File: src/hw/stream_pkg.sv
package stream_pkg;

  localparam int WORD_W = 32;                        // Payload width of one link word

  // Word tag carried in the upper two bits of every link word
  typedef enum logic [1:0] {
    tag_none = 2'd0,                                 // Ignored by the packer
    tag_data = 2'd1,
    tag_end  = 2'd2                                  // Closes the stream
  } word_tag_e;

  typedef struct packed {
    word_tag_e           tag;                        // Bits 33:32
    logic [WORD_W-1:0]   payload;                    // Bits 31:0
  } tagged_word_t;

endpackage

File: src/hw/line_pkg.sv
package line_pkg;

  localparam int LINE_W         = 512;
  localparam int WORDS_PER_LINE = LINE_W / stream_pkg::WORD_W;   // 16 words per line

  // Per-run settings held stable while start is high
  typedef struct packed {
    logic [15:0] num_words;                          // Data words in the run
    logic [31:0] gain;
    logic [31:0] offset;
  } run_cfg_t;

endpackage

File: src/hw/line_packer.sv
`timescale 1ns/1ps

module line_packer (
  input  logic                          clk,
  input  logic                          rst,
  input  logic                          start,
  input  logic                          wr_available,
  output logic                          wr_en,
  output logic [line_pkg::LINE_W-1:0]   wr_data,
  input  logic                          req,
  output logic                          ack,
  input  stream_pkg::tagged_word_t      word,
  output logic                          done
);
  import stream_pkg::*;
  import line_pkg::*;

  localparam int SLOT_W = $clog2(WORDS_PER_LINE);

  typedef enum logic [1:0] {
    st_idle,
    st_wait,
    st_done
  } state_e;

  state_e                                state;
  logic [WORDS_PER_LINE-1:0][WORD_W-1:0] acc;        // Line being gathered
  logic [WORDS_PER_LINE-1:0][WORD_W-1:0] acc_next;
  logic [SLOT_W-1:0]                     slot;
  logic                                  partial;    // At least one word in acc
  logic                                  go;

  assign go = start && wr_available;                 // Qualifying cycle

  always_comb begin
    acc_next       = acc;
    acc_next[slot] = word.payload;
  end

  always_ff @(posedge clk) begin
    if (rst) begin
      state   <= st_idle;
      wr_en   <= 1'b0;
      ack     <= 1'b0;
      acc     <= '0;
      slot    <= '0;
      partial <= 1'b0;
      done    <= 1'b0;
    end else begin
      wr_en <= 1'b0;                                 // Single-cycle pulse even when stalled
      if (go) begin
        case (state)
          st_idle: begin
            if (req) begin
              ack   <= 1'b1;
              state <= st_wait;
              case (word.tag)
                tag_data: begin
                  if (slot == SLOT_W'(WORDS_PER_LINE - 1)) begin
                    wr_data <= acc_next;             // Full line out with the ack
                    wr_en   <= 1'b1;
                    acc     <= '0;
                    slot    <= '0;
                    partial <= 1'b0;
                  end else begin
                    acc     <= acc_next;
                    slot    <= slot + SLOT_W'(1);
                    partial <= 1'b1;
                  end
                end
                tag_end: begin
                  if (partial) begin
                    wr_data <= acc;                  // Upper words still zero
                    wr_en   <= 1'b1;
                  end
                  state <= st_done;
                end
                default: ;
              endcase
            end
          end
          st_wait: begin
            if (!req) begin
              ack   <= 1'b0;
              state <= st_idle;
            end
          end
          st_done: begin
            if (!req) begin
              ack <= 1'b0;
            end
            done <= 1'b1;                            // Sticky until rst
          end
          default: state <= st_idle;
        endcase
      end
    end
  end

endmodule

File: src/hw/line_stream_top.sv
`timescale 1ns/1ps

module line_stream_top #(
  parameter int COUNT_W = 16
) (
  input  logic                          clk,
  input  logic                          rst,
  input  logic                          start,
  input  line_pkg::run_cfg_t            cfg,
  input  logic                          rd_available,
  output logic                          rd_en,
  input  logic [line_pkg::LINE_W-1:0]   rd_data,
  input  logic                          wr_available,
  output logic                          wr_en,
  output logic [line_pkg::LINE_W-1:0]   wr_data,
  output logic                          done
);
  import stream_pkg::*;

  logic         req_a;                               // Link A from unpacker to transform
  logic         ack_a;
  tagged_word_t word_a;
  logic         req_b;                               // Link B from transform to packer
  logic         ack_b;
  tagged_word_t word_b;

  line_unpacker #(
    .COUNT_W (COUNT_W)
  ) line_unpacker_i (
    .clk          (clk),
    .rst          (rst),
    .start        (start),
    .cfg          (cfg),
    .rd_available (rd_available),
    .rd_en        (rd_en),
    .rd_data      (rd_data),
    .req          (req_a),
    .ack          (ack_a),
    .word         (word_a)
  );

  word_transform word_transform_i (
    .clk      (clk),
    .rst      (rst),
    .cfg      (cfg),
    .in_req   (req_a),
    .in_ack   (ack_a),
    .in_word  (word_a),
    .out_req  (req_b),
    .out_ack  (ack_b),
    .out_word (word_b)
  );

  line_packer line_packer_i (
    .clk          (clk),
    .rst          (rst),
    .start        (start),
    .wr_available (wr_available),
    .wr_en        (wr_en),
    .wr_data      (wr_data),
    .req          (req_b),
    .ack          (ack_b),
    .word         (word_b),
    .done         (done)
  );

endmodule

File: src/hw/line_unpacker.sv
`timescale 1ns/1ps

module line_unpacker #(
  parameter int COUNT_W = 16
) (
  input  logic                          clk,
  input  logic                          rst,
  input  logic                          start,
  input  line_pkg::run_cfg_t            cfg,
  input  logic                          rd_available,
  output logic                          rd_en,
  input  logic [line_pkg::LINE_W-1:0]   rd_data,
  output logic                          req,
  input  logic                          ack,
  output stream_pkg::tagged_word_t      word
);
  import stream_pkg::*;
  import line_pkg::*;

  localparam int IDX_W = $clog2(WORDS_PER_LINE);

  typedef enum logic [2:0] {
    st_idle,
    st_fetch,
    st_send,
    st_wait_ack_low,
    st_finish
  } state_e;

  state_e                               state;
  logic [WORDS_PER_LINE-1:0][WORD_W-1:0] line_q;     // Current input line
  logic [IDX_W-1:0]                     idx;
  logic [COUNT_W-1:0]                   remaining;   // Data words still to send
  logic                                 rd_pend;     // Read issued and data due next cycle
  logic                                 end_phase;   // Sending the end tag

  // Read only when the line register is empty and words remain
  assign rd_en = (state == st_fetch) && start && rd_available && !rd_pend &&
                 (remaining != '0);

  // Word is held steady by line_q and idx while req is high
  always_comb begin
    if (end_phase) begin
      word.tag     = tag_end;
      word.payload = '0;
    end else begin
      word.tag     = tag_data;
      word.payload = line_q[idx];
    end
  end

  always_ff @(posedge clk) begin
    if (rst) begin
      state     <= st_idle;
      req       <= 1'b0;
      rd_pend   <= 1'b0;
      end_phase <= 1'b0;
      idx       <= '0;
      remaining <= '0;
    end else begin
      case (state)
        st_idle: begin
          if (start) begin
            remaining <= COUNT_W'(cfg.num_words);
            state     <= st_fetch;
          end
        end
        st_fetch: begin
          if (remaining == '0) begin
            end_phase <= 1'b1;
            req       <= 1'b1;
            state     <= st_send;
          end else if (rd_pend) begin
            rd_pend <= 1'b0;
            line_q  <= rd_data;                      // Captured one cycle after rd_en
            idx     <= '0;
            req     <= 1'b1;
            state   <= st_send;
          end else if (rd_en) begin
            rd_pend <= 1'b1;
          end
        end
        st_send: begin
          if (ack) begin
            req <= 1'b0;
            if (!end_phase) begin
              remaining <= remaining - COUNT_W'(1);
            end
            state <= st_wait_ack_low;
          end
        end
        st_wait_ack_low: begin
          if (!ack) begin
            if (end_phase) begin
              state <= st_finish;
            end else if (remaining == '0) begin
              end_phase <= 1'b1;
              req       <= 1'b1;
              state     <= st_send;
            end else if (idx == IDX_W'(WORDS_PER_LINE - 1)) begin
              state <= st_fetch;                     // Line used up
            end else begin
              idx   <= idx + IDX_W'(1);
              req   <= 1'b1;
              state <= st_send;
            end
          end
        end
        st_finish: state <= st_finish;               // Only rst leaves
        default:   state <= st_idle;
      endcase
    end
  end

endmodule

File: src/hw/word_transform.sv
`timescale 1ns/1ps

module word_transform (
  input  logic                      clk,
  input  logic                      rst,
  input  line_pkg::run_cfg_t        cfg,
  input  logic                      in_req,
  output logic                      in_ack,
  input  stream_pkg::tagged_word_t  in_word,
  output logic                      out_req,
  input  logic                      out_ack,
  output stream_pkg::tagged_word_t  out_word
);
  import stream_pkg::*;

  tagged_word_t hold;                                // One-word holding slot
  logic         full;
  tagged_word_t result;

  // Gain and offset apply to data only and keep the low 32 bits
  always_comb begin
    result = hold;
    if (hold.tag == tag_data) begin
      result.payload = hold.payload * cfg.gain + cfg.offset;
    end
  end

  always_ff @(posedge clk) begin
    if (rst) begin
      in_ack  <= 1'b0;
      out_req <= 1'b0;
      full    <= 1'b0;
    end else begin
      // Input side latches and acks once the previous cycle has closed
      if (!in_ack && in_req && !full) begin
        hold   <= in_word;
        full   <= 1'b1;
        in_ack <= 1'b1;
      end else if (in_ack && !in_req) begin
        in_ack <= 1'b0;
      end

      // Output side presents the result when link B is idle
      if (full && !out_req && !out_ack) begin
        out_word <= result;
        out_req  <= 1'b1;
        full     <= 1'b0;
      end else if (out_req && out_ack) begin
        out_req <= 1'b0;
      end
    end
  end

endmodule

File: config.mk
export PLATFORM = sky130hd
export DESIGN_NAME = line_stream_top
export DESIGN_NICKNAME = d
export VERILOG_FILES = /design/src/hw/stream_pkg.sv /design/src/hw/line_pkg.sv /design/src/hw/line_packer.sv /design/src/hw/line_stream_top.sv /design/src/hw/line_unpacker.sv /design/src/hw/word_transform.sv
export SDC_FILE = /design/constraint.sdc
export NUM_CORES = 2
export LEC_CHECK = 0
export ABC_CLOCK_PERIOD_IN_PS = 131400
export BUFFER_PORTS_ARGS = -buffer_cell sky130_fd_sc_hd__clkbuf_2
export CORE_AREA = 4 4 436 438
export CTS_CLUSTER_DIAMETER = 30
export CTS_CLUSTER_SIZE = 16
export DETAILED_ROUTE_END_ITERATION = 12
export DIE_AREA = 0 0 440 442
export PLACE_DENSITY = 0.62
export SYNTH_ARGS = -nofsm -noshare
export SYNTH_HDL_FRONTEND = slang
export SYNTH_SLANG_ARGS = --single-unit
File: constraint.sdc
create_clock -name clk -period 131.4 [get_ports clk]
set_input_delay 6.57 -clock clk [delete_from_list [all_inputs] [get_ports clk]]
set_output_delay 6.57 -clock clk [all_outputs]
set_load 0.02 [all_outputs]
==> run_results.csv <==
group,metric,value,unit
synth,ys.flop_type,"edfxtp_1",
routing,wl_per_cell,27.1,um
clock_tree,cts_made_buffers,354,
pwr,max-vdd-ir-drop,0.105,mV
finish,fill_cells,15600,
floorplan,die_w,440,um
synth,synth_top_area_cell,"edfxtp_1",
sta,timing.final.crit_share,0.104,
routing,drc,0,
sta,setup_tns,0,ns
floorplan,io_pins,1112,
routing,dr.pass1.iters,6,
routing,wirelength,268000,um
setup_path,path_max_fanout,5,
clock_tree,clkLatencyLatePin,0.95,ns
clock_tree,cts_resized,0,
floorplan,fp-row-count,159,
pwr,power,2680,uW
finish,instances_no_fill,9865,
synth,synth_cell_types,60,
synth,synth_edf_count,1092,
clock_tree,clock-sinks,1643,
synth,synth-async-reset-ratio,0,
sta,fin_skew,0.116,ns
placed_design,portBuffers,1111,
setup_path,start_kind,"primary input",
setup_path,cp.required,124.83,ns
setup_path,crit_arrival,7.15,ns
clock_tree,post-cts-setup-buffers,0,
placed_design,dp.cells,9215,
global_routing,antenna_found_initial,59,
setup_path,path_class,"in2out",
global_routing,grt_pass1_wl,385000,um
synth,syn_avg_cell_area,13.3,um^2
synth,ys_seq_area_frac,0.554,
global_routing,grt_max_degree,179,
sta,slew_headroom,0.154,
sta,min_period,13.73,ns
pwr,p_per_area,27.0,nW/um^2
clock_tree,clk_path_buf_depth,4,
pwr,leakage,0.0391,uW
finish,drive_above_1_share,0.343,
sta,drv_slew,0,
clock_tree,cts_tree,"built",
routing,vias,53800,
floorplan,core_region_area,187000,um^2
synth,ys_seq_elements,1643,
clock_tree,cts_root_buf,"clkbuf_16",
global_routing,gr-total-overflow,0,
clock_tree,cts_hold_buf,0,
hold_path,min_path_type,"reg2reg",
sta,tightest_slew,1.27,ns
floorplan,die_h,442,um
global_routing,grt_pass1_vias,55400,
placed_design,finalWeightedCongestion,0.870,
hold_path,min_delay_path_depth,1,
synth,yosys_warnings,0,
clock_tree,clkTransAtPathRegs,0.05,ns
synth,synthesis.nets,7108,
global_routing,groute.usage.overall,0.273,
setup_path,reg2regPathDepth,23,
sta,fmax,0.0729,GHz
status,status,"finished, final reports clean",
sta,rsz0062_at_grt,"false",
synth,yosysTopAreaCellShare,0.414,
setup_path,end_kind,"output pin",
routing,first_iter_violations,4623,
synth,synth_area_leaders,"edfxtp_1 41%, dfxtp_1 14%, fa_1 11%",
sta,final-setup-viol-count,0,
routing,ant_nets,0,
flow_run,maxCapViolCount,0,
placed_design,dp_hpwl,189000,um
routing,vias_per_cell,5.46,
finish,areaGrowthSynthToFinish,25.4,%
finish,nets,8246,
floorplan,dieArea,194000,um^2
synth,synthCells,5938,
floorplan,start_util,0.424,
synth,synth_area,79100,um^2
sta,hold_viol,0,
clock_tree,htreeDepth,5,
-- state kept, by name, indices dropped and copies added, names as in the netlist --
signal / flops
line_unpacker_i.line_q: 512
line_unpacker_i.idx: 4
line_packer_i.ack: 1
line_packer_i.acc: 512
line_packer_i.wr_data: 512
line_unpacker_i.req: 1
line_unpacker_i.rd_pend: 1
word_transform_i.out_req: 1
word_transform_i.in_ack: 1
line_packer_i.done: 1
word_transform_i.hold: 34
line_unpacker_i.remaining: 16
word_transform_i.full: 1
line_packer_i.partial: 1
line_unpacker_i.state: 3
line_packer_i.slot: 4
line_packer_i.wr_en: 1
line_packer_i.state: 2
word_transform_i.out_word: 34
line_unpacker_i.end_phase: 1
-- path summary, 6_finish.rpt --
path | start | end | slack (ns)
worst min register to register | line_packer_i.acc[502] | line_packer_i.acc[502] | 0.45
worst min-delay path | line_packer_i.acc[502] | line_packer_i.acc[502] | 0.45
worst max register to register | word_transform_i.hold[7] | word_transform_i.out_word[30] | 123.64
worst max-delay path | start | rd_en | 117.68
-- layer usage --
metal,GRT usage,up-vias,wire [um]
li1,-,23200,-
met1,0.319,27300,96700
met2,0.464,2751,132000
met3,0.0568,637,20800
met4,0.155,28,17600
met5,0,-,195
-- synth_stat cells (all sizes together) (3+ instances only) --
cell / n
nand3: 14
nor2: 571
a211oi: 14
nand4b: 3
mux2i: 7
xor2: 20
a221oi: 5
mux4: 160
a21o: 14
a22oi: 485
a21oi: 43
fa: 438
and2: 386
or4: 3
a211o: 3
ha: 135
nor4: 3
o22ai: 7
and3: 8
o31ai: 6
xnor2: 66
nor2b: 5
o21a: 7
o21ai: 57
nand2: 269
nor3b: 6
or3: 3
mux2: 518
a31oi: 7
inv: 516
nor3: 12
o311ai: 4
nand2b: 16
o21bai: 3
clkbuf: 427
edfxtp: 1092
buf: 27
nand4: 6
dfxtp: 551
-- cells by family after synthesis --
kind of cell               Yosys count  synth area share
DFF                               1643             0.554
and+or+nand+nor                   1312            0.0775
buffers and inverters              970            0.0460
muxes                              685             0.120
AOI/OAI and AO/OA                  668            0.0605
adders and majority gates          573             0.132
xor gates and xnor gates            87           0.00980
-- area by class of cell --
cell class	instances	area (um^2)	share of cell area
well taps	2495	3120	0.0315
multi-input cells	3325	31900	0.322
diodes	19	47.5	0.000479
clock buffers	432	9480	0.0955
inverters	516	1940	0.0195
clock inverters	199	2300	0.0232
repair buffers	1236	6520	0.0657
flip-flops and latches	1643	43800	0.442
-- cell usage in the layout, fill, tap and decap left out, types with 10 or more instances in the layout --
master      instances
o21ai_0            46
bufinv_16          39
a21oi_1            42
nand2b_1           14
and2_1            386
xor2_1             20
inv_6              35
clkbuf_2         1110
xnor2_1            66
diode_2            19
buf_4             124
nand3_1            13
inv_1             516
dfxtp_1           547
clkbuf_8           24
mux4_2            160
clkinv_4           13
clkinvlp_4         29
clkinv_1           27
nor2_1            546
nor2_4             20
clkinv_2           45
a211oi_1           13
a22oi_1           485
ha_1              135
clkbuf_1           50
mux2_2            518
nand2_1           269
a21o_1             14
nor3_1             10
fa_1              438
edfxtp_1         1092
clkbuf_16         358
-- stage by stage --
stage	util	hold slack [ns]	setup WS [ns]	instance area, um^2
finish	0.532	0.450	117.68	99200
global placement	0.468	0.436	117.40	87400
global route	0.531	0.466	117.63	99200
floorplan	-	0.417	85.33	79100
detailed placement	0.468	0.438	117.27	87400
CTS	0.531	0.452	117.67	99100
-- critical path, stage by stage --
cell	delay, ns
clkbuf_2	0.16
nand3_1	0.09
nor2_1	0.15
clkbuf_2	0.19
-- power breakdown --
part / internal (uW) / switching (uW)
Sequential: 572 / 6.13
Combinational: 524 / 705
Clock: 588 / 283
Total: 1680 / 994
(Power assumes the default switching activity.)
